**config.mk**
```make
export PLATFORM = sky130hd
export DESIGN_NAME = irq_ctrl_flat
export DESIGN_NICKNAME = d
export VERILOG_FILES = /design/src/design/soc_bus_pkg.sv /design/src/design/bus_if.sv /design/src/design/irq_ctrl.sv /design/src/flat_wrapper.sv
export SDC_FILE = /design/constraint.sdc
export NUM_CORES = 1
export LEC_CHECK = 0
export BUFFER_PORTS_ARGS = -buffer_cell sky130_fd_sc_hd__buf_4
export CAP_MARGIN = 15
export CORE_MARGIN = 10
export CORE_UTILIZATION = 38
export DETAILED_ROUTE_END_ITERATION = 10
export PLACE_DENSITY = 0.84
export SLEW_MARGIN = 15
export SYNTH_ARGS = -nofsm -noshare
export SYNTH_HDL_FRONTEND = slang
export SYNTH_SLANG_ARGS = --single-unit
```
**constraint.sdc**
```tcl
create_clock -name clk -period 1.6 [get_ports clk]
set_input_delay 0.16 -clock clk [delete_from_list [all_inputs] [get_ports clk]]
set_output_delay 0.16 -clock clk [all_outputs]
set_load 0.02 [all_outputs]
```
**src/design/boot_rom.hex**
```
// one 32-bit hex word per line, starting at ROM word 0.
00000513
10000597
0005a603
00c52023
00450513
00458593
fe0598e3
800026b7
0006a703
00e6a223
80003737
01400793
00f72223
00100813
01072423
0000006f

```
**src/design/soc_bus_pkg.sv**
```systemverilog
// Bus widths, memory map pages, memory depths, register offsets and the fetch NOP word.
package soc_bus_pkg;

	localparam int ADDR_W = 30;
	localparam int DATA_W = 32;
	localparam int BSEL_W = DATA_W / 8;

	// a word address splits into a page number and a word offset.
	localparam int PAGE_W = 20;
	localparam int OFS_W = 10;

	localparam logic [PAGE_W-1:0] RAM_PAGE = 20'h00000;
	localparam logic [PAGE_W-1:0] ROM_PAGE = 20'h10000;
	localparam logic [PAGE_W-1:0] IRQ_PAGE = 20'h80002;
	localparam logic [PAGE_W-1:0] TIMER_PAGE = 20'h80003;

	localparam int RAM_WORDS = 256;
	localparam int RAM_AW = $clog2(RAM_WORDS);
	localparam int ROM_WORDS = 16;
	localparam int ROM_AW = $clog2(ROM_WORDS);
	localparam ROM_FILE = "/design/src/design/boot_rom.hex";

	// irq inputs 0 and 1 come from the timers, the rest are external.
	localparam int NR_TIMERS = 2;
	localparam int NR_IRQS = 4;
	localparam int TMR_IDX_W = $clog2(NR_TIMERS);

	localparam logic [OFS_W-1:0] IRQ_STATUS_OFS = 10'd0;
	localparam logic [OFS_W-1:0] IRQ_ENABLE_OFS = 10'd1;

	localparam int TMR_STRIDE = 4;
	localparam int TMR_REG_W = $clog2(TMR_STRIDE);
	localparam logic [TMR_REG_W-1:0] TMR_COUNT_OFS = 2'd0;
	localparam logic [TMR_REG_W-1:0] TMR_RELOAD_OFS = 2'd1;
	localparam logic [TMR_REG_W-1:0] TMR_CTRL_OFS = 2'd2;

	localparam logic [DATA_W-1:0] INSTR_NOP = 32'h0000_0000;

endpackage

```
**src/design/bus_if.sv**
```systemverilog
// Data-slave bus interface and fetch-slave interface, each with req, slv and rsp modports.
`timescale 1ns/1ps

interface bus_if;
	import soc_bus_pkg::*;

	logic access;
	logic [OFS_W-1:0] addr;
	logic [DATA_W-1:0] wr_val;
	logic wr_en;
	logic [BSEL_W-1:0] bytesel;
	logic [DATA_W-1:0] rd_data;
	logic ack;
	logic error;

	modport req (output access, addr, wr_val, wr_en, bytesel);
	modport slv (input access, addr, wr_val, wr_en, bytesel, output rd_data, ack, error);
	modport rsp (input rd_data, ack, error);
endinterface


```
**src/design/irq_ctrl.sv**
```systemverilog
// Interrupt controller with edge-latched pending bits, enable mask and write-one-to-clear.
`timescale 1ns/1ps

module irq_ctrl (
	input logic clk,
	input logic i_arst_n,
	bus_if.slv d_bus,
	input logic [soc_bus_pkg::NR_IRQS-1:0] i_irqs,
	output logic o_irq_req
);
	import soc_bus_pkg::*;

	logic [NR_IRQS-1:0] pending;
	logic [NR_IRQS-1:0] enable;
	logic [NR_IRQS-1:0] irqs_q;
	logic [NR_IRQS-1:0] rise;
	logic [NR_IRQS-1:0] clr;
	logic wr;
	logic reg_ok;

	assign wr = d_bus.access && d_bus.wr_en;
	assign reg_ok = (d_bus.addr == IRQ_STATUS_OFS) || (d_bus.addr == IRQ_ENABLE_OFS);
	assign rise = i_irqs & ~irqs_q;
	assign clr = (wr && d_bus.addr == IRQ_STATUS_OFS) ? d_bus.wr_val[NR_IRQS-1:0] : '0;

	// a new edge wins over a clear in the same cycle.
	always_ff @(posedge clk or negedge i_arst_n) begin
		if (!i_arst_n) begin
			irqs_q <= '0;
			pending <= '0;
			enable <= '0;
			d_bus.ack <= 1'b0;
			d_bus.error <= 1'b0;
		end else begin
			irqs_q <= i_irqs;
			pending <= (pending & ~clr) | rise;
			if (wr && d_bus.addr == IRQ_ENABLE_OFS)
				enable <= d_bus.wr_val[NR_IRQS-1:0];
			d_bus.ack <= d_bus.access;
			d_bus.error <= d_bus.access && !reg_ok;
		end
	end

	always_ff @(posedge clk) begin
		case (d_bus.addr)
			IRQ_STATUS_OFS: d_bus.rd_data <= DATA_W'(pending);
			IRQ_ENABLE_OFS: d_bus.rd_data <= DATA_W'(enable);
			default: d_bus.rd_data <= '0;
		endcase
	end

	assign o_irq_req = |(pending & enable);

	// writing a zero mask silences the request from the next cycle on.
	a_masked_quiet: assert property (@(posedge clk) disable iff (!i_arst_n)
		(wr && d_bus.addr == IRQ_ENABLE_OFS && d_bus.wr_val[NR_IRQS-1:0] == '0)
		|=> !o_irq_req);

endmodule

```
**src/flat_wrapper.sv**
```systemverilog
// flat-port wrapper written by rule: the top's interface ports become plain ports
module irq_ctrl_flat import soc_bus_pkg::*;
  (clk, i_arst_n, i_irqs, o_irq_req, d_bus_access, d_bus_addr, d_bus_wr_val, d_bus_wr_en, d_bus_bytesel, d_bus_rd_data, d_bus_ack, d_bus_error);
  bus_if d_bus_i ();
  input logic clk;
  input logic i_arst_n;
  input logic [soc_bus_pkg::NR_IRQS-1:0] i_irqs;
  output logic o_irq_req;
  input wire logic [$bits(d_bus_i.access)-1:0] d_bus_access;
  input wire logic [$bits(d_bus_i.addr)-1:0] d_bus_addr;
  input wire logic [$bits(d_bus_i.wr_val)-1:0] d_bus_wr_val;
  input wire logic [$bits(d_bus_i.wr_en)-1:0] d_bus_wr_en;
  input wire logic [$bits(d_bus_i.bytesel)-1:0] d_bus_bytesel;
  output wire logic [$bits(d_bus_i.rd_data)-1:0] d_bus_rd_data;
  output wire logic [$bits(d_bus_i.ack)-1:0] d_bus_ack;
  output wire logic [$bits(d_bus_i.error)-1:0] d_bus_error;
  assign d_bus_i.access = d_bus_access;
  assign d_bus_i.addr = d_bus_addr;
  assign d_bus_i.wr_val = d_bus_wr_val;
  assign d_bus_i.wr_en = d_bus_wr_en;
  assign d_bus_i.bytesel = d_bus_bytesel;
  assign d_bus_rd_data = d_bus_i.rd_data;
  assign d_bus_ack = d_bus_i.ack;
  assign d_bus_error = d_bus_i.error;
  irq_ctrl u_core (.clk(clk), .i_arst_n(i_arst_n), .d_bus(d_bus_i), .i_irqs(i_irqs), .o_irq_req(o_irq_req));
endmodule
```
==> impl_metrics.toml <==
[status]
outcome = "completed"

[cells_and_area]
area_growth_pct = 28.2
diodes = 0
nNetsFinal = 182
fillers = 230
final_layout_size_suffix_gt1_share_pct = 32.3

[floorplanning]
dieWidth_um = 69.2
die_area_um2 = 4790
row_count = 17
start_util_pct = 40.8
die_height_um = 69.2
io_pins = 89
core_um2 = 2250

[yosys]
synth-seq-area-share_pct = 46.8
ys_warn_count = 0
synth_cell_types = 20
yosysTopAreaCellShare_pct = 38.1
synth_top_cell_by_area = "dfrtp_1"
ys_top_cells_by_count = "buf_4, dfrtp_1, inv_1"
syn-instance-count = 87
synth.area.top_cells = "dfrtp_1, buf_4, dfxtp_1"
synth.most_common_cell = "buf_4"
syn_area_per_cell_um2 = 10.6
synth_flop_cell = "dfrtp_1"
synth-seq-cells = 18
syn_area_um2 = 920
async_flop_share_pct = 77.8
synth_edf_count = 0

[setup_path]
cp.required_ps = 1780
start_kind = "primary input"
cp.arrival_ps = 1660
endpoint_kind = "flip-flop"
path_class = "primary input to flip-flop"
worst-path-max-fanout = 4

[timing]
hold_viol = 0
max_freq_mhz = 677
finalWorstSetupSlack_ps = 123
rsz0062_at_grt = "no"
drv_slew = 0
post-route-min-period_ps = 1480
setup_viol = 0
min_period_over_period_pct = 92.3
final.setup_skew_ps = 6.92
setup-tns-final_ps = 0

[clocking]
clk_latency_ps = 300
clock-sinks = 18
path_clk_slew_ps = 100
postCtsSetupRepairBufs = 0
htreeDepth = 1
clock_path_buffers = 2
cts_buffers = 3
clockRootBuffer = "clkbuf_4"
cts_resized = 0
cts_tree = "yes"

[power]
p_per_area_nw_per_um2 = 759
power.switching_mw = 0.233
power_frac_seq_pct = 51.9
pwr-share-clk_pct = 30.5
power.internal_mw = 0.661
combPwrFrac_pct = 17.6
p_leak_nw = 0.656
p_sw_share_pct = 26.1
vdd_drop_max_v = 0.000497

[grt]
grt_pass1_wl_um = 3230
grtUsageTotal_pct = 8.24
grt_pass1_vias = 721
grt_antenna_before_repair = 0
overflow = 0
grt_max_degree = 15

[placed_design]
place_ws_ps = -193
place_congestion = 0.746
hpwl_um = 1700
port_buffers = 28

[drt]
wl_um = 1990
wl_per_cell_um = 12.8
drtIter0Drc = 6
antenna_left = 0
vias_per_cell = 4.10
dr.pass1.iters = 4
vias = 635
drc = 0

[run]
drv_cap = 0

[hold_path]
hold_path.class = "primary input to flip-flop"
[per-layer routing]
metal / vias up / track usage, % / routed length (um)
met5: - / 0 / 0
met1: 281 / 7.67 / 746
met2: 36 / 13.7 / 973
li1: 314 / - / -
met4: 0 / 3.99 / 34
met3: 4 / 5.28 / 232
[worst paths after layout]
check / start / end / slack [ps] / cells after the start
max: d_bus_addr[9] / u_core.enable[2]$_DFFE_PN0P_ / 120 / 4
min: d_bus_wr_val[1] / u_core.enable[1]$_DFFE_PN0P_ / 100 / 2
max reg2reg: u_core.pending[0]$_DFF_PN0_ / u_core.pending[0]$_DFF_PN0_ / 760 / 3
min reg2reg: u_core.enable[0]$_DFFE_PN0P_ / u_core.enable[0]$_DFFE_PN0P_ / 550 / 1
max in group asynchronous: i_arst_n / u_core.enable[2]$_DFFE_PN0P_ / 1200 / 2
min in group asynchronous: i_arst_n / u_core.irqs_q[2]$_DFF_PN0_ / 240 / 2
[cell usage in the layout (no fill, tap or decap), types with 2 or more instances in the layout]
cell / n
conb_1: 28
clkbuf_4: 3
or4_1: 2
o21bai_1: 4
dfrtp_1: 14
inv_1: 8
o22ai_1: 4
nor2_1: 4
buf_4: 32
dfxtp_1: 4
a22oi_1: 2
mux2_2: 4
mux2i_1: 4
dlygate4sd3_1: 6
[critical path, cell delays in order]
cell and delay, ps:
buf_4 100, or4_1 590, nor4_4 420, mux2_2 380
[power by group through the flow]
stage	Sequential (mW)	Clock, mW	Combinational, mW
3_3_place_gp	0.473	0	0.141
5_1_grt	0.465	0.304	0.171
3_5_place_dp	0.474	0	0.144
2_1_floorplan	0.477	0	0.133
6_report	0.464	0.273	0.158
4_1_cts	0.464	0.280	0.156
[stage by stage]
| stage | power [mW] | std cells | utilization [%] | hold WS [ps] | area (um^2) |
|---|---|---|---|---|---|
| floorplan | 0.610 | 114 | - | -136 | 1020 |
| global placement | 0.614 | 145 | 48.0 | 14.0 | 1080 |
| detailed placement | 0.618 | 145 | 48.0 | 15.5 | 1080 |
| CTS | 0.900 | 155 | 52.3 | 94.1 | 1180 |
| global route | 0.941 | 155 | 52.3 | 87.7 | 1180 |
| finish | 0.895 | 155 | 52.3 | 98.2 | 1180 |
[state kept, by name, indices dropped and copies added, names as in the netlist]
name / flops
u_core.enable: 4
u_core.d_bus.rd_data: 4
u_core.d_bus.ack: 1
u_core.pending: 4
u_core.irqs_q: 4
u_core.d_bus.error: 1
[cell type report]
type                    instances  area, um^2  area share (%)
multi-input cells              59         347            29.4
flip-flops and latches         18         430            36.5
clock buffers                   4        36.3            3.08
inverters                       8        30.0            2.55
well taps                      28        35.0            2.97
repair buffers                 38         300            25.5
[timing repair]
| item | CTS | global route |
|---|---|---|
| hold endpoints to repair | 19 | 0 |
| setup endpoints to repair | 0 | 0 |
| hold buffers | 6 | 0 |
[cell families after synthesis]
kind of cell | share of synthesized area [%]
DFF | 46.8
muxes | 9.25
and+or+nand+nor | 9.39
AOI/OAI and AO/OA | 7.62
buffers and inverters | 26.5
other | 0.408
Note: power is estimated with default switching activity, not from simulation.
