**config.mk**
```make
export PLATFORM = sky130hd
export DESIGN_NAME = bus_addr_decode_flat
export DESIGN_NICKNAME = d
export VERILOG_FILES = /design/src/design/soc_bus_pkg.sv /design/src/design/bus_if.sv /design/src/design/bus_addr_decode.sv /design/src/flat_wrapper.sv
export SDC_FILE = /design/constraint.sdc
export NUM_CORES = 1
export LEC_CHECK = 0
export ABC_AREA = 1
export BUFFER_PORTS_ARGS = -buffer_cell sky130_fd_sc_hd__buf_4
export CAP_MARGIN = 20
export CORE_AREA = 2 2 123 125
export CTS_BUF_LIST = sky130_fd_sc_hd__clkbuf_16
export DETAILED_ROUTE_END_ITERATION = 8
export DIE_AREA = 0 0 125 127
export GPL_ROUTABILITY_DRIVEN = 0
export SKIP_CTS_REPAIR_TIMING = 1
export SYNTH_ARGS = -nofsm -noshare
export SYNTH_HDL_FRONTEND = slang
export SYNTH_SLANG_ARGS = --single-unit
```
**constraint.sdc**
```tcl
create_clock -name clk -period 0.9 [get_ports clk]
set_input_delay 0.045 -clock clk [delete_from_list [all_inputs] [get_ports clk]]
set_output_delay 0.045 -clock clk [all_outputs]
set_load 0.005 [all_outputs]
```
**src/design/boot_rom.hex**
```
// one 32-bit hex word per line, starting at ROM word 0.
00000513
10000597
0005a603
00c52023
00450513
00458593
fe0598e3
800026b7
0006a703
00e6a223
80003737
01400793
00f72223
00100813
01072423
0000006f

```
**src/design/soc_bus_pkg.sv**
```systemverilog
// Bus widths, memory map pages, memory depths, register offsets and the fetch NOP word.
package soc_bus_pkg;

	localparam int ADDR_W = 30;
	localparam int DATA_W = 32;
	localparam int BSEL_W = DATA_W / 8;

	// a word address splits into a page number and a word offset.
	localparam int PAGE_W = 20;
	localparam int OFS_W = 10;

	localparam logic [PAGE_W-1:0] RAM_PAGE = 20'h00000;
	localparam logic [PAGE_W-1:0] ROM_PAGE = 20'h10000;
	localparam logic [PAGE_W-1:0] IRQ_PAGE = 20'h80002;
	localparam logic [PAGE_W-1:0] TIMER_PAGE = 20'h80003;

	localparam int RAM_WORDS = 256;
	localparam int RAM_AW = $clog2(RAM_WORDS);
	localparam int ROM_WORDS = 16;
	localparam int ROM_AW = $clog2(ROM_WORDS);
	localparam ROM_FILE = "/design/src/design/boot_rom.hex";

	// irq inputs 0 and 1 come from the timers, the rest are external.
	localparam int NR_TIMERS = 2;
	localparam int NR_IRQS = 4;
	localparam int TMR_IDX_W = $clog2(NR_TIMERS);

	localparam logic [OFS_W-1:0] IRQ_STATUS_OFS = 10'd0;
	localparam logic [OFS_W-1:0] IRQ_ENABLE_OFS = 10'd1;

	localparam int TMR_STRIDE = 4;
	localparam int TMR_REG_W = $clog2(TMR_STRIDE);
	localparam logic [TMR_REG_W-1:0] TMR_COUNT_OFS = 2'd0;
	localparam logic [TMR_REG_W-1:0] TMR_RELOAD_OFS = 2'd1;
	localparam logic [TMR_REG_W-1:0] TMR_CTRL_OFS = 2'd2;

	localparam logic [DATA_W-1:0] INSTR_NOP = 32'h0000_0000;

endpackage

```
**src/design/bus_if.sv**
```systemverilog
// Data-slave bus interface and fetch-slave interface, each with req, slv and rsp modports.
`timescale 1ns/1ps

interface bus_if;
	import soc_bus_pkg::*;

	logic access;
	logic [OFS_W-1:0] addr;
	logic [DATA_W-1:0] wr_val;
	logic wr_en;
	logic [BSEL_W-1:0] bytesel;
	logic [DATA_W-1:0] rd_data;
	logic ack;
	logic error;

	modport req (output access, addr, wr_val, wr_en, bytesel);
	modport slv (input access, addr, wr_val, wr_en, bytesel, output rd_data, ack, error);
	modport rsp (input rd_data, ack, error);
endinterface

interface fetch_if;
	import soc_bus_pkg::*;

	logic access;
	logic [OFS_W-1:0] addr;
	logic [DATA_W-1:0] rd_data;
	logic ack;

	modport req (output access, addr);
	modport slv (input access, addr, output rd_data, ack);
	modport rsp (input rd_data, ack);
endinterface

```
**src/design/bus_addr_decode.sv**
```systemverilog
// Page decoder for data and fetch addresses with registered miss pulses.
`timescale 1ns/1ps

module bus_addr_decode (
	input logic clk,
	input logic i_arst_n,
	input logic i_d_access,
	input logic [soc_bus_pkg::ADDR_W-1:0] i_d_addr,
	input logic [soc_bus_pkg::DATA_W-1:0] i_d_wr_val,
	input logic i_d_wr_en,
	input logic [soc_bus_pkg::BSEL_W-1:0] i_d_bytesel,
	input logic i_i_access,
	input logic [soc_bus_pkg::ADDR_W-1:0] i_i_addr,
	bus_if.req d_ram,
	bus_if.req d_rom,
	bus_if.req d_irq,
	bus_if.req d_tmr,
	fetch_if.req f_ram,
	fetch_if.req f_rom,
	output logic o_d_miss,
	output logic o_i_miss
);
	import soc_bus_pkg::*;

	logic [PAGE_W-1:0] d_page;
	logic [PAGE_W-1:0] i_page;
	logic [OFS_W-1:0] d_ofs;
	logic [OFS_W-1:0] i_ofs;
	logic d_ram_hit;
	logic d_rom_hit;
	logic d_irq_hit;
	logic d_tmr_hit;
	logic i_ram_hit;
	logic i_rom_hit;

	assign d_page = i_d_addr[ADDR_W-1 -: PAGE_W];
	assign d_ofs = i_d_addr[OFS_W-1:0];
	assign i_page = i_i_addr[ADDR_W-1 -: PAGE_W];
	assign i_ofs = i_i_addr[OFS_W-1:0];

	// the memories are smaller than a page, so the offset is range checked too.
	assign d_ram_hit = (d_page == RAM_PAGE) && (d_ofs < OFS_W'(RAM_WORDS));
	assign d_rom_hit = (d_page == ROM_PAGE) && (d_ofs < OFS_W'(ROM_WORDS));
	assign d_irq_hit = (d_page == IRQ_PAGE);
	assign d_tmr_hit = (d_page == TIMER_PAGE);
	assign i_ram_hit = (i_page == RAM_PAGE) && (i_ofs < OFS_W'(RAM_WORDS));
	assign i_rom_hit = (i_page == ROM_PAGE) && (i_ofs < OFS_W'(ROM_WORDS));

	assign d_ram.access = i_d_access && d_ram_hit;
	assign d_ram.addr = d_ofs;
	assign d_ram.wr_val = i_d_wr_val;
	assign d_ram.wr_en = i_d_wr_en;
	assign d_ram.bytesel = i_d_bytesel;

	assign d_rom.access = i_d_access && d_rom_hit;
	assign d_rom.addr = d_ofs;
	assign d_rom.wr_val = i_d_wr_val;
	assign d_rom.wr_en = i_d_wr_en;
	assign d_rom.bytesel = i_d_bytesel;

	assign d_irq.access = i_d_access && d_irq_hit;
	assign d_irq.addr = d_ofs;
	assign d_irq.wr_val = i_d_wr_val;
	assign d_irq.wr_en = i_d_wr_en;
	assign d_irq.bytesel = i_d_bytesel;

	assign d_tmr.access = i_d_access && d_tmr_hit;
	assign d_tmr.addr = d_ofs;
	assign d_tmr.wr_val = i_d_wr_val;
	assign d_tmr.wr_en = i_d_wr_en;
	assign d_tmr.bytesel = i_d_bytesel;

	assign f_ram.access = i_i_access && i_ram_hit;
	assign f_ram.addr = i_ofs;
	assign f_rom.access = i_i_access && i_rom_hit;
	assign f_rom.addr = i_ofs;

	// misses are answered here with the same one cycle latency as a slave.
	always_ff @(posedge clk or negedge i_arst_n) begin
		if (!i_arst_n) begin
			o_d_miss <= 1'b0;
			o_i_miss <= 1'b0;
		end else begin
			o_d_miss <= i_d_access && !(d_ram_hit || d_rom_hit || d_irq_hit || d_tmr_hit);
			o_i_miss <= i_i_access && !(i_ram_hit || i_rom_hit);
		end
	end

	a_one_data_sel: assert property (@(posedge clk) disable iff (!i_arst_n)
		$onehot0({d_ram.access, d_rom.access, d_irq.access, d_tmr.access}));

endmodule

```
**src/flat_wrapper.sv**
```systemverilog
// flat-port wrapper written by rule: the top's interface ports become plain ports
module bus_addr_decode_flat import soc_bus_pkg::*;
  (clk, i_arst_n, i_d_access, i_d_addr, i_d_wr_val, i_d_wr_en, i_d_bytesel, i_i_access, i_i_addr, o_d_miss, o_i_miss, d_ram_access, d_ram_addr, d_ram_wr_val, d_ram_wr_en, d_ram_bytesel, d_rom_access, d_rom_addr, d_rom_wr_val, d_rom_wr_en, d_rom_bytesel, d_irq_access, d_irq_addr, d_irq_wr_val, d_irq_wr_en, d_irq_bytesel, d_tmr_access, d_tmr_addr, d_tmr_wr_val, d_tmr_wr_en, d_tmr_bytesel, f_ram_access, f_ram_addr, f_rom_access, f_rom_addr);
  bus_if d_ram_i ();
  bus_if d_rom_i ();
  bus_if d_irq_i ();
  bus_if d_tmr_i ();
  fetch_if f_ram_i ();
  fetch_if f_rom_i ();
  input logic clk;
  input logic i_arst_n;
  input logic i_d_access;
  input logic [soc_bus_pkg::ADDR_W-1:0] i_d_addr;
  input logic [soc_bus_pkg::DATA_W-1:0] i_d_wr_val;
  input logic i_d_wr_en;
  input logic [soc_bus_pkg::BSEL_W-1:0] i_d_bytesel;
  input logic i_i_access;
  input logic [soc_bus_pkg::ADDR_W-1:0] i_i_addr;
  output logic o_d_miss;
  output logic o_i_miss;
  output wire logic [$bits(d_ram_i.access)-1:0] d_ram_access;
  output wire logic [$bits(d_ram_i.addr)-1:0] d_ram_addr;
  output wire logic [$bits(d_ram_i.wr_val)-1:0] d_ram_wr_val;
  output wire logic [$bits(d_ram_i.wr_en)-1:0] d_ram_wr_en;
  output wire logic [$bits(d_ram_i.bytesel)-1:0] d_ram_bytesel;
  output wire logic [$bits(d_rom_i.access)-1:0] d_rom_access;
  output wire logic [$bits(d_rom_i.addr)-1:0] d_rom_addr;
  output wire logic [$bits(d_rom_i.wr_val)-1:0] d_rom_wr_val;
  output wire logic [$bits(d_rom_i.wr_en)-1:0] d_rom_wr_en;
  output wire logic [$bits(d_rom_i.bytesel)-1:0] d_rom_bytesel;
  output wire logic [$bits(d_irq_i.access)-1:0] d_irq_access;
  output wire logic [$bits(d_irq_i.addr)-1:0] d_irq_addr;
  output wire logic [$bits(d_irq_i.wr_val)-1:0] d_irq_wr_val;
  output wire logic [$bits(d_irq_i.wr_en)-1:0] d_irq_wr_en;
  output wire logic [$bits(d_irq_i.bytesel)-1:0] d_irq_bytesel;
  output wire logic [$bits(d_tmr_i.access)-1:0] d_tmr_access;
  output wire logic [$bits(d_tmr_i.addr)-1:0] d_tmr_addr;
  output wire logic [$bits(d_tmr_i.wr_val)-1:0] d_tmr_wr_val;
  output wire logic [$bits(d_tmr_i.wr_en)-1:0] d_tmr_wr_en;
  output wire logic [$bits(d_tmr_i.bytesel)-1:0] d_tmr_bytesel;
  output wire logic [$bits(f_ram_i.access)-1:0] f_ram_access;
  output wire logic [$bits(f_ram_i.addr)-1:0] f_ram_addr;
  output wire logic [$bits(f_rom_i.access)-1:0] f_rom_access;
  output wire logic [$bits(f_rom_i.addr)-1:0] f_rom_addr;
  assign d_ram_access = d_ram_i.access;
  assign d_ram_addr = d_ram_i.addr;
  assign d_ram_wr_val = d_ram_i.wr_val;
  assign d_ram_wr_en = d_ram_i.wr_en;
  assign d_ram_bytesel = d_ram_i.bytesel;
  assign d_rom_access = d_rom_i.access;
  assign d_rom_addr = d_rom_i.addr;
  assign d_rom_wr_val = d_rom_i.wr_val;
  assign d_rom_wr_en = d_rom_i.wr_en;
  assign d_rom_bytesel = d_rom_i.bytesel;
  assign d_irq_access = d_irq_i.access;
  assign d_irq_addr = d_irq_i.addr;
  assign d_irq_wr_val = d_irq_i.wr_val;
  assign d_irq_wr_en = d_irq_i.wr_en;
  assign d_irq_bytesel = d_irq_i.bytesel;
  assign d_tmr_access = d_tmr_i.access;
  assign d_tmr_addr = d_tmr_i.addr;
  assign d_tmr_wr_val = d_tmr_i.wr_val;
  assign d_tmr_wr_en = d_tmr_i.wr_en;
  assign d_tmr_bytesel = d_tmr_i.bytesel;
  assign f_ram_access = f_ram_i.access;
  assign f_ram_addr = f_ram_i.addr;
  assign f_rom_access = f_rom_i.access;
  assign f_rom_addr = f_rom_i.addr;
  bus_addr_decode u_core (.clk(clk), .i_arst_n(i_arst_n), .i_d_access(i_d_access), .i_d_addr(i_d_addr), .i_d_wr_val(i_d_wr_val), .i_d_wr_en(i_d_wr_en), .i_d_bytesel(i_d_bytesel), .i_i_access(i_i_access), .i_i_addr(i_i_addr), .d_ram(d_ram_i), .d_rom(d_rom_i), .d_irq(d_irq_i), .d_tmr(d_tmr_i), .f_ram(f_ram_i), .f_rom(f_rom_i), .o_d_miss(o_d_miss), .o_i_miss(o_i_miss));
endmodule
```
==> results.py <==
metrics = {
    "logic_synthesis": {
        "syn_nets": 395,
        "synth_commonest_cells": "208 x buf_4, 29 x nor2_1, 15 x nand2_1",
        "synth.area.mux_share_pct": 0,
        "syn_avg_cell_area_um2": 6.822,
        "synth_compound_area_share_pct": 0.2495,
        "async_flop_share_pct": 100.0,
        "yosysMostFrequentCell": "buf_4",
        "synth-edff-count": 0,
        "synth_cell_types": 15,
        "yosys-top-cells-area": "buf_4 78%, nor2_1 5.4%, nand2_1 2.8%",
        "synth_cells": 294,
        "syn_area_um2": 2006,
        "synth_seq_cells": 2,
        "synth_top_family_by_area": "buffers and inverters",
        "synth_top_area_share_pct": 77.85,
        "yosysTopAreaCell": "buf_4",
        "yosys.area_share.simple_pct": 17.34,
        "yosysSeqAreaShare_pct": 2.495,
        "synth-xor-area-share_pct": 0,
        "synth_fa_ha_area_share_pct": 0,
        "ys_warn_count": 0,
        "synth_ff_type": "dfrtp_1",
    },
    "die": {
        "fp.dieH_um": 127,
        "core-area_um2": 14420,
        "dieArea_um2": 15880,
        "die_w_um": 125,
        "core.rowCount": 44,
        "ios": 317,
        "initial_utilization_pct": 13.91,
    },
    "timing": {
        "hold_viol": 0,
        "fin_crit_ns": 0.9771,
        "finalSetupViolations": 4,
        "max_freq_mhz": 1023,
        "finalWorstSetupSlack_ns": -0.07709,
        "report.final.slew_viol_count": 0,
        "slew_headroom_pct": 82.25,
        "tightest_slew_ns": 0.2659,
        "rsz0062_at_grt": "true",
        "fin_crit_sh_pct": 108.6,
    },
    "cts": {
        "cts.path.max_buffers": 2,
        "cts_made_buffers": 3,
        "clock-sinks": 2,
        "cts_tree": "done",
        "ctsRootBufferMaster": "clkbuf_16",
        "htree_num_levels": 1,
        "clk_pin_slew_ns": 0.03,
    },
    "layout": {
        "fillers": 1676,
        "area_growth_syn_to_layout_pct": -13.16,
        "n_antenna_cell": 0,
        "fin_util_pct": 12.07,
        "drive_gt1_share_pct": 76.50,
        "fin_nets": 303,
    },
    "setup_path": {
        "crit_fanout": 5,
        "crit_type": "input port to output pin",
        "cp_data_required_time_ns": 0.85,
        "critPathTopFamily": "simple AND/OR/NAND/NOR gates",
        "end_kind": "output pin",
        "max_stage_delay_ns": 0.23,
        "arrival_ns": 0.93,
        "path_buf_inv": 2,
        "path_cells": "buf_6 -> nor2_4 -> nand2_2 -> nor2_4 -> nand2_4 -> nor3b_2 -> buf_4",
        "cp_common_cell": "nor2_4",
        "slowest_stage": "nor2_4",
        "start_kind": "input port",
    },
    "detailed_routing": {
        "routed_wl_mm": 4.473,
        "drt-initial-drc-count": 13,
        "vias_per_cell": 2.911,
        "first_pass_iters": 2,
        "drc": 0,
        "dr_total_vias": 1118,
        "ant_nets": 0,
        "wl_per_cell_um": 11.65,
    },
    "global_route": {
        "antenna_found_initial": 0,
        "grt_pass1_vias": 1133,
        "track_usage_pct": 4.987,
        "grt_max_degree": 6,
        "grt_pass1_wl_mm": 5.954,
        "grt_overflow": 0,
    },
    "power_and_ir_drop": {
        "leakage_nw": 0.7930,
        "max-vdd-ir-drop_mv": 0.4677,
        "total_power_mw": 1.287,
        "power_density_nw_per_um2": 738.7,
    },
    "hold_path": {
        "hold_class": "input port to flip-flop",
    },
    "placed_design": {
        "port_buffers": 99,
        "post-dp-hpwl_mm": 3.864,
    },
    "run_status": {
        "violations": "setup timing",
        "outcome": "complete, but fails checks",
    },
    "flow_run": {
        "cap_violations": 0,
    },
}
## layout by cell type (no fill, tap or decap), types with 2 or more instances in the layout
cell type / count
nand2_1: 9
nor2_4: 8
dfrtp_1: 2
nand2_4: 2
nand2_2: 8
nor3_2: 4
buf_6: 9
inv_1: 9
nor3_1: 2
buf_4: 101
clkbuf_16: 3
inv_2: 2
nor2_2: 12
nand3_1: 5
nor2_1: 17
## registers in the layout, indices dropped and copies added (netlist names)
name             count
u_core.o_d_miss      1
u_core.o_i_miss      1
## cell families (layout without fill, tap and decap cells)
logic type | count (synthesis) | in the layout
buffers and inverters | 219 | 125
and+or+nand+nor | 72 | 72
DFF | 2 | 2
AOI/OAI and AO/OA | 1 | 1
## per-layer routing
| layer | track usage [%] | routed length (µm) | up-vias |
|---|---|---|---|
| li1 | - | - | 496 |
| met1 | 3.528 | 1094 | 425 |
| met2 | 8.120 | 2075 | 140 |
| met3 | 4.020 | 910 | 57 |
| met4 | 4.902 | 393 | 0 |
| met5 | 0 | 0 | - |
## area by class of cell
| cell class | count | area (µm²) | share of cell area, % |
|---|---|---|---|
| inverters | 11 | 41.29 | 2.371 |
| repair buffers | 111 | 869.6 | 49.93 |
| multi-input cells | 73 | 475.5 | 27.30 |
| flip-flops and latches | 2 | 50.05 | 2.874 |
| well taps | 184 | 230.2 | 13.22 |
| clock buffers | 3 | 75.07 | 4.310 |
## where the power goes
group | switching, mW | internal, mW
Clock | 0.0974 | 0.565
Sequential | 0.00192 | 0.0952
Combinational | 0.196 | 0.331
Total | 0.296 | 0.991
## per-stage QoR
step / setup slack, ns / cells / cell area (µm²) / setup TNS, ns / hold slack (ns)
after CTS: -0.1551 / 380 / 1553 / -0.5669 / -0.3961
final: -0.07709 / 384 / 1742 / -0.1781 / 0.07230
after detailed placement: -0.1544 / 377 / 1478 / -0.6605 / -0.1653
after floorplan: 0.2060 / 294 / 2006 / 0 / -0.2506
after global placement: -0.1489 / 377 / 1478 / -0.6431 / -0.1624
after global routing: -0.1347 / 384 / 1742 / -0.4773 / 0.09002
## final timing paths
check | depth (start not counted) | slack, ns | startpoint | end
worst max-delay path | 7 | -0.08 | i_d_addr[19] | d_tmr_access
worst min-delay path | 3 | 0.07 | i_i_access | u_core.o_i_miss$_DFF_PN0_
max in group asynchronous | 2 | 0.65 | i_arst_n | u_core.o_i_miss$_DFF_PN0_
min in group asynchronous | 2 | 0.16 | i_arst_n | u_core.o_d_miss$_DFF_PN0_
Power figures use the tool's default switching activity.
