<file path="src/design/boot_rom.hex">
// one 32-bit hex word per line, starting at ROM word 0.
00000513
10000597
0005a603
00c52023
00450513
00458593
fe0598e3
800026b7
0006a703
00e6a223
80003737
01400793
00f72223
00100813
01072423
0000006f

</file>
<file path="src/design/soc_bus_pkg.sv">
// Bus widths, memory map pages, memory depths, register offsets and the fetch NOP word.
package soc_bus_pkg;

	localparam int ADDR_W = 30;
	localparam int DATA_W = 32;
	localparam int BSEL_W = DATA_W / 8;

	// a word address splits into a page number and a word offset.
	localparam int PAGE_W = 20;
	localparam int OFS_W = 10;

	localparam logic [PAGE_W-1:0] RAM_PAGE = 20'h00000;
	localparam logic [PAGE_W-1:0] ROM_PAGE = 20'h10000;
	localparam logic [PAGE_W-1:0] IRQ_PAGE = 20'h80002;
	localparam logic [PAGE_W-1:0] TIMER_PAGE = 20'h80003;

	localparam int RAM_WORDS = 256;
	localparam int RAM_AW = $clog2(RAM_WORDS);
	localparam int ROM_WORDS = 16;
	localparam int ROM_AW = $clog2(ROM_WORDS);
	localparam ROM_FILE = "/design/src/design/boot_rom.hex";

	// irq inputs 0 and 1 come from the timers, the rest are external.
	localparam int NR_TIMERS = 2;
	localparam int NR_IRQS = 4;
	localparam int TMR_IDX_W = $clog2(NR_TIMERS);

	localparam logic [OFS_W-1:0] IRQ_STATUS_OFS = 10'd0;
	localparam logic [OFS_W-1:0] IRQ_ENABLE_OFS = 10'd1;

	localparam int TMR_STRIDE = 4;
	localparam int TMR_REG_W = $clog2(TMR_STRIDE);
	localparam logic [TMR_REG_W-1:0] TMR_COUNT_OFS = 2'd0;
	localparam logic [TMR_REG_W-1:0] TMR_RELOAD_OFS = 2'd1;
	localparam logic [TMR_REG_W-1:0] TMR_CTRL_OFS = 2'd2;

	localparam logic [DATA_W-1:0] INSTR_NOP = 32'h0000_0000;

endpackage

</file>
<file path="src/design/bus_if.sv">
// Data-slave bus interface and fetch-slave interface, each with req, slv and rsp modports.
`timescale 1ns/1ps

interface bus_if;
	import soc_bus_pkg::*;

	logic access;
	logic [OFS_W-1:0] addr;
	logic [DATA_W-1:0] wr_val;
	logic wr_en;
	logic [BSEL_W-1:0] bytesel;
	logic [DATA_W-1:0] rd_data;
	logic ack;
	logic error;

	modport req (output access, addr, wr_val, wr_en, bytesel);
	modport slv (input access, addr, wr_val, wr_en, bytesel, output rd_data, ack, error);
	modport rsp (input rd_data, ack, error);
endinterface


</file>
<file path="src/design/timer_block.sv">
// Two reload down-counters with count, reload and control registers and irq pulses.
`timescale 1ns/1ps

module timer_block (
	input logic clk,
	input logic i_arst_n,
	bus_if.slv d_bus,
	output logic [soc_bus_pkg::NR_TIMERS-1:0] o_irqs
);
	import soc_bus_pkg::*;

	logic [DATA_W-1:0] count [NR_TIMERS];
	logic [DATA_W-1:0] reload [NR_TIMERS];
	logic [NR_TIMERS-1:0] enable;
	logic [OFS_W-TMR_REG_W-1:0] sel;
	logic [TMR_IDX_W-1:0] idx;
	logic [TMR_REG_W-1:0] reg_ofs;
	logic sel_ok;
	logic reg_ok;
	logic wr_ok;

	// each timer owns TMR_STRIDE words of the page.
	assign sel = d_bus.addr[OFS_W-1:TMR_REG_W];
	assign idx = sel[TMR_IDX_W-1:0];
	assign reg_ofs = d_bus.addr[TMR_REG_W-1:0];
	assign sel_ok = sel < (OFS_W-TMR_REG_W)'(NR_TIMERS);

	// count is read-only.
	assign reg_ok = (reg_ofs == TMR_RELOAD_OFS) || (reg_ofs == TMR_CTRL_OFS) ||
		(reg_ofs == TMR_COUNT_OFS && !d_bus.wr_en);
	assign wr_ok = d_bus.access && d_bus.wr_en && sel_ok && reg_ok;

	always_ff @(posedge clk or negedge i_arst_n) begin
		if (!i_arst_n) begin
			for (int t = 0; t < NR_TIMERS; t++) begin
				count[t] <= '0;
				reload[t] <= '0;
			end
			enable <= '0;
			o_irqs <= '0;
			d_bus.ack <= 1'b0;
			d_bus.error <= 1'b0;
		end else begin
			for (int t = 0; t < NR_TIMERS; t++) begin
				o_irqs[t] <= 1'b0;
				if (wr_ok && int'(idx) == t && reg_ofs == TMR_RELOAD_OFS) begin
					reload[t] <= d_bus.wr_val;
					count[t] <= d_bus.wr_val;
				end else if (enable[t]) begin
					if (count[t] == '0) begin
						count[t] <= reload[t];
						o_irqs[t] <= 1'b1;
					end else begin
						count[t] <= count[t] - 1'b1;
					end
				end
				if (wr_ok && int'(idx) == t && reg_ofs == TMR_CTRL_OFS)
					enable[t] <= d_bus.wr_val[0];
			end
			d_bus.ack <= d_bus.access;
			d_bus.error <= d_bus.access && !(sel_ok && reg_ok);
		end
	end

	always_ff @(posedge clk) begin
		if (!sel_ok) begin
			d_bus.rd_data <= '0;
		end else begin
			case (reg_ofs)
				TMR_COUNT_OFS: d_bus.rd_data <= count[idx];
				TMR_RELOAD_OFS: d_bus.rd_data <= reload[idx];
				TMR_CTRL_OFS: d_bus.rd_data <= DATA_W'(enable[idx]);
				default: d_bus.rd_data <= '0;
			endcase
		end
	end

endmodule

</file>
<file path="src/flat_wrapper.sv">
// flat-port wrapper written by rule: the top's interface ports become plain ports
module timer_block_flat import soc_bus_pkg::*;
  (clk, i_arst_n, o_irqs, d_bus_access, d_bus_addr, d_bus_wr_val, d_bus_wr_en, d_bus_bytesel, d_bus_rd_data, d_bus_ack, d_bus_error);
  bus_if d_bus_i ();
  input logic clk;
  input logic i_arst_n;
  output logic [soc_bus_pkg::NR_TIMERS-1:0] o_irqs;
  input wire logic [$bits(d_bus_i.access)-1:0] d_bus_access;
  input wire logic [$bits(d_bus_i.addr)-1:0] d_bus_addr;
  input wire logic [$bits(d_bus_i.wr_val)-1:0] d_bus_wr_val;
  input wire logic [$bits(d_bus_i.wr_en)-1:0] d_bus_wr_en;
  input wire logic [$bits(d_bus_i.bytesel)-1:0] d_bus_bytesel;
  output wire logic [$bits(d_bus_i.rd_data)-1:0] d_bus_rd_data;
  output wire logic [$bits(d_bus_i.ack)-1:0] d_bus_ack;
  output wire logic [$bits(d_bus_i.error)-1:0] d_bus_error;
  assign d_bus_i.access = d_bus_access;
  assign d_bus_i.addr = d_bus_addr;
  assign d_bus_i.wr_val = d_bus_wr_val;
  assign d_bus_i.wr_en = d_bus_wr_en;
  assign d_bus_i.bytesel = d_bus_bytesel;
  assign d_bus_rd_data = d_bus_i.rd_data;
  assign d_bus_ack = d_bus_i.ack;
  assign d_bus_error = d_bus_i.error;
  timer_block u_core (.clk(clk), .i_arst_n(i_arst_n), .d_bus(d_bus_i), .o_irqs(o_irqs));
endmodule
</file>
<file path="config.mk">
export PLATFORM = sky130hd
export DESIGN_NAME = timer_block_flat
export DESIGN_NICKNAME = d
export VERILOG_FILES = /design/src/design/soc_bus_pkg.sv /design/src/design/bus_if.sv /design/src/design/timer_block.sv /design/src/flat_wrapper.sv
export SDC_FILE = /design/constraint.sdc
export NUM_CORES = 1
export LEC_CHECK = 0
export BUFFER_PORTS_ARGS = -buffer_cell sky130_fd_sc_hd__buf_2
export CORE_MARGIN = 2
export CORE_UTILIZATION = 34
export DETAILED_ROUTE_END_ITERATION = 12
export PLACE_DENSITY = 0.61
export SYNTH_ARGS = -nofsm -noshare
export SYNTH_HDL_FRONTEND = slang
export SYNTH_SLANG_ARGS = --single-unit
</file>
<file path="constraint.sdc">
create_clock -name clk -period 2.6 [get_ports clk]
set_clock_uncertainty 0.15 [all_clocks]
set_input_delay 0.26 -clock clk [delete_from_list [all_inputs] [get_ports clk]]
set_output_delay 0.26 -clock clk [all_outputs]
set_load 0.02 [all_outputs]
</file>
==> results of run 1 <==
-- power breakdown --
group          internal [W]  total, W  switching (W)  leakage, nW
Clock               0.00146   0.00254        0.00108        0.281
Combinational      0.000488   0.00111       0.000626         3.34
Sequential          0.00262   0.00266      0.0000423         2.10
-- worst max-delay path, stage by stage (launching register included) --
cell,delay (ns)
dfrtp_1,0.38
or3_4,0.40
or4_4,0.56
or4_4,0.53
o21ai_2,0.16
a21oi_1,0.05
a221o_1,0.26
-- cell type report --
type	count	area, um2
fill	2576	14400
clock buffer	23	468
tap	335	419
clock inverter	9	101
multi-input combinational	787	4930
inverter	9	33.8
timing repair buffer	244	1810
sequential	166	3990
-- per-layer routing --
metal	wire length (um)	vias to the layer above
li1	-	4036
met1	13700	4185
met2	14100	320
met3	1970	37
met4	513	0
met5	0	-
-- worst paths after layout --
path                                                from                             to  slack, ns  depth (start not counted)
hold reg to reg            u_core.reload[36]$_DFFE_PN0P_  u_core.reload[36]$_DFFE_PN0P_       0.35                          2
hold / removal                               d_bus_wr_en   u_core.enable[1]$_DFFE_PN0P_       0.18                          5
setup reg to reg            u_core.count[22]$_DFFE_PN0P_   u_core.count[24]$_DFFE_PN0P_      -0.01                          6
max in group asynchronous                       i_arst_n  u_core.reload[21]$_DFFE_PN0P_       1.42                          3
min in group asynchronous                       i_arst_n  u_core.reload[45]$_DFFE_PN0P_       0.21                          2
setup / recovery            u_core.count[22]$_DFFE_PN0P_   u_core.count[24]$_DFFE_PN0P_      -0.01                          6
-- through the flow --
step / power, W / instance area (um2) / hold WS (ns)
global route: 0.00653 / 11800 / 0.230
finish: 0.00631 / 11800 / 0.179
global placement: 0.00370 / 10700 / 0.131
CTS: 0.00629 / 11600 / 0.170
floorplan: 0.00327 / 9120 / -0.186
detailed placement: 0.00371 / 10700 / 0.131
-- flip-flops by register name, summed over array words and instances, names as in the netlist --
signal / flops
u_core.d_bus.error: 1
u_core.count: 64
u_core.enable: 2
u_core.d_bus.rd_data: 32
u_core.o_irqs: 2
u_core.reload: 64
u_core.d_bus.ack: 1
-- logic make-up (layout without fill, tap and decap cells) --
logic type,after synthesis,after routing,synth area share [%]
simple gates,477,478,24.0
compound gates,190,190,14.8
flops,166,166,43.9
buf+inv,78,285,3.62
mux,69,69,8.47
xor+xnor,42,42,4.05
fa+ha+maj,8,8,1.10
-- what timing repair did --
item                       CTS  global route
gates resized for setup      5            23
gates cloned                 1             0
hold endpoints to repair   148             0
pin swaps                    2             5
setup endpoints to repair   32            41
buffers inserted             1             3
hold buffers                34             0
-- cell usage in the layout, fill, tap and decap left out, types with 5 or more instances in the layout --
master         Yosys  routed
buf_2              5      80
buf_4              0     119
mux2i_1            6       6
xor2_1            19      19
nand2b_1           6       6
inv_1              9       9
or3_1             17      15
ha_1               8       8
nor4_1            11       6
o311ai_1           2       5
nand4_1            9       9
dfxtp_1           32      32
a221o_1           14      14
buf_12             0       6
mux2_2            63      63
nand3_1           27      27
clkbuf_16          0      17
a211oi_1           6       6
nand3b_1          13      13
a21oi_1           22      22
or4_4              2       5
a22oi_1           37      37
dfrtp_1          134     134
buf_6              4       5
nand2_1          253     252
o21ai_1           10       9
o21ai_0           33      31
nor2_1            81      79
clkinv_2           0       5
a21boi_0           5       5
xnor2_1           23      23
dlygate4sd3_1      0      34
nor3_1            21      19
o211ai_1          24      24
==> impl_metrics.ini, run 1 <==
[yosys]
synth_top_cell_area_share_pct = 36.9
synth.most_common_cell = nand2_1
synth.area.top_cells = dfrtp_1 37%, nand2_1 10%, mux2_2 7.8%, dfxtp_1 7.0%, nor2_1 3.3%
synth_edf_count = 0
ys_seq_area_share_pct = 43.9
synthTopCellsByCount = 253 x nand2_1, 134 x dfrtp_1, 81 x nor2_1, 63 x mux2_2, 53 x clkbuf_1
yosys_most_used_dff = dfrtp_1
async_flop_share_pct = 80.7
synth-seq-cells = 166
synth.largest_area_cell = dfrtp_1
yosysWarnings = 0
syn_avg_cell_area_um2 = 8.82
syn-cell-area_um2 = 9090
ys_types = 64
synthesis.nets = 1088
synthCells = 1030

[clocking]
htreeDepth = 4
cts_tree = yes
cts_sinks = 166
clockRootBuffer = clkbuf_16
clk_pin_slew_worst_paths_ns = 0.06
cts_buffer_depth = 2
clock_latency_ns = 0.44
cts_buffers = 17

[status]
violations = design-rule violations, negative setup slack
status = finished with violations

[setup_path]
cp.arrival_ns = 2.78
crit_fanout = 6
endpoint_kind = flop
worst-endpoint-required_ns = 2.77
setup.worst_path.class = reg2reg
start_kind = flop

[timing]
rsz0062_at_grt = yes
worst_pin_slew_ns = 0.963
fin_ws_ns = -0.0123
setup_viol = 3
finalCritPeriodShare_pct = 100
drv_slew = 0
tns_ns = -0.0197
min_period_ns = 2.61
hold_viol = 0
slew_headroom_pct = 35.6
fmax_mhz = 383

[finish]
syn2layout_area_growth_pct = 29.4
stdcell_count = 1573
final_core_util_pct = 45.0
antenna_cells = 0
drive_gt1_share_pct = 27.5
layout.nets = 1283

[global_route]
grt_pass1_wl_um = 48400
antenna_found_initial = 0
grt_use_met1_pct = 30.4
use_met3_pct = 3.64
grt_pass1_vias = 8464
grt_use_total_pct = 22.0
grt-busiest-layer = met2
overflow = 0
grt_start_max_net_pins = 53
use_met2_pct = 35.6

[floorplanning]
io_pins = 86
initial_core_util_pct = 34.8
core_area_um2 = 26100
fp.dieArea_um2 = 28100
rows = 59
die_w_um = 167
die_h_um = 167

[place]
dp_hpwl_um = 21000
pre_cts_ws_ns = -0.149
io_buffers = 81
placedCellCount = 1502
routabilityCongestion = 0.890

[power]
power_density_nw_per_um2 = 537
ir_worst_vdd_v = 0.000419
leakage_nw = 5.72

[drt]
via_per_inst = 5.45
wl_per_cell_um = 19.3
final_antenna_net_count = 0
wl_um = 30300
drcViolationCount = 6
drtIter0Drc = 708
first_pass_iters = 9
vias = 8578

[run]
maxCapViolations = 0

[hold_path]
min_path_type = in2reg
(Power assumes the default switching activity.)
==> run 2, diff against run 1 <==
- CORE_MARGIN: 2 -> 3
==> run 2 against run 1 <==
  * The flow finishes with violations (negative setup slack)
  * Maximum frequency down 1.4%
  * Clock power down 2%
  * Critical path depth unchanged
  * Die area up 2.4%
  * Final area up 1.9%
  * Non-clock buffer count up 14
  * Sequential share of layout area down 0.64 points
  * Critical path type unchanged
  * Largest power group unchanged
==> impl_metrics.ini, run 2 (synthesis gave the netlist of run 1 again) <==
[floorplanning]
fp.dieArea_um2 = 28700
core_area_um2 = 26100
die_w_um = 169
die_h_um = 169
initial_core_util_pct = 34.8
rows = 59
io_pins = 86

[finish]
register_area_um2 = 3990
mostFrequentLayoutCells = 253 x nand2_1, 134 x dfrtp_1, 124 x buf_4
syn2layout_area_growth_pct = 31.8
biggestRegsByFlops = u_core.count (64), u_core.reload (64), u_core.d_bus.rd_data (32)
multi_input_area_um2 = 4970
drive_gt1_share_pct = 29.1
fillers = 2523
final_common_cell = nand2_1
antenna_cells = 0
layout.nets = 1297

[clocking]
clock_latency_ns = 0.45
clk_pin_slew_worst_paths_ns = 0.07
cts_tree = yes
cts_sinks = 166
htreeDepth = 4
cts_buffer_depth = 2
cts_buffers = 17
clockRootBuffer = clkbuf_16

[place]
routabilityCongestion = 0.893
io_buffers = 81
pre_cts_ws_ns = -0.196
dp_hpwl_um = 21100

[timing]
slew_headroom_pct = 42.9
drv_slew = 0
fin_ws_ns = -0.0497
finalCritPeriodShare_pct = 102
rsz0062_at_grt = yes
min_period_ns = 2.65
hold_viol = 0
setup_viol = 10
worst_pin_slew_ns = 0.853
fmax_mhz = 377
holdWs_ns = 0.152

[setup_path]
cp.arrival_ns = 2.83
setup.worst_path.class = reg2reg
crit_fanout = 7
worst-endpoint-required_ns = 2.78
reg2reg_from = u_core.count[29]$_DFFE_PN0P_
endpoint_kind = flop
start_kind = flop
startpoint = u_core.count[29]$_DFFE_PN0P_

[hold_path]
min_from = d_bus_wr_en
min_path_type = in2reg

[global_route]
grt_use_total_pct = 21.4
grt_start_max_net_pins = 67
use_met3_pct = 3.66
overflow = 0
grt-busiest-layer = met2
grt_pass1_wl_um = 48200
antenna_found_initial = 0
use_met2_pct = 34.1
grt_use_met1_pct = 29.6
grt_pass1_vias = 8549

[power]
leakage_nw = 5.82
ir_worst_vdd_v = 0.000368
power_density_nw_per_um2 = 523
power_w = 0.00627

[status]
status = finished with violations
violations = negative setup slack

[drt]
vias = 8717
wl_um = 31200
wl_per_cell_um = 19.6
drcViolationCount = 0
first_pass_iters = 5
final_antenna_net_count = 0
via_per_inst = 5.49
drtIter0Drc = 739

[run]
maxCapViolations = 0
[run 2: cell types whose count changed in the layout (fill, tap and decap cells not counted), sizes merged]
cell	delta
clkinvlp	+4
inv	+1
bufinv	-1
clkinv	+1
clkbuf	-2
buf	+11
[run 2: final cells by class]
| cell class | count | area share, % |
|---|---|---|
| Clock buffer | 18 | 3.58 |
| Clock inverter | 14 | 1.08 |
| Inverter | 9 | 0.282 |
| Multi-Input combinational cell | 787 | 41.5 |
| Sequential cell | 166 | 33.3 |
| Tap cell | 335 | 3.50 |
| Timing Repair Buffer | 258 | 16.8 |
[run 2: per-layer routing]
metal  routed length, um  share of wire (%)
met5                   0                  0
met4                 647                2.1
met3                1720                5.5
met2               14700                 47
met1               14100                 45
[run 2: critical path, cell delays in order (launching register included)]
cell     delay [ns]
dfrtp_1        0.41
or3_4          0.38
or4_4          0.57
or4_4          0.56
o21ai_2        0.15
a21oi_1        0.05
a221o_1        0.25
[run 2: what timing repair did]
action,CTS,global route
hold endpoints to repair,173,0
setup endpoints to repair,49,53
gates resized for setup,6,51
pin swaps,1,12
cloned,1,4
hold buffers,34,0
buffers inserted,1,5
[run 2: power by group]
part	internal (W)	switching, W	leakage [nW]
logic	0.000500	0.000638	3.46
clock network	0.00132	0.00115	0.260
registers	0.00262	0.0000426	2.10
total	0.00444	0.00183	5.82
[run 2: final timing paths]
check	end	slack (ns)	cells after the start
setup / recovery	u_core.count[14]$_DFFE_PN0P_	-0.05	6
hold / removal	u_core.enable[1]$_DFFE_PN0P_	0.15	5
setup reg to reg	u_core.count[14]$_DFFE_PN0P_	-0.05	6
hold reg to reg	u_core.reload[12]$_DFFE_PN0P_	0.35	2
max in group asynchronous	u_core.count[1]$_DFFE_PN0P_	1.29	3
min in group asynchronous	u_core.reload[46]$_DFFE_PN0P_	0.23	2
[run 2: metrics by stage]
step | area (um2) | util (%) | std cells | setup TNS [ns]
6_report | 12000 | 45.8 | 1587 | -0.271
5_1_grt | 12000 | 45.8 | 1587 | -1.03
4_1_cts | 11700 | 44.7 | 1578 | -0.0506
3_5_place_dp | 10700 | 41.1 | 1510 | -3.64
3_3_place_gp | 10700 | 41.1 | 1510 | -1.34
2_1_floorplan | 9120 | - | 1030 | -0.687
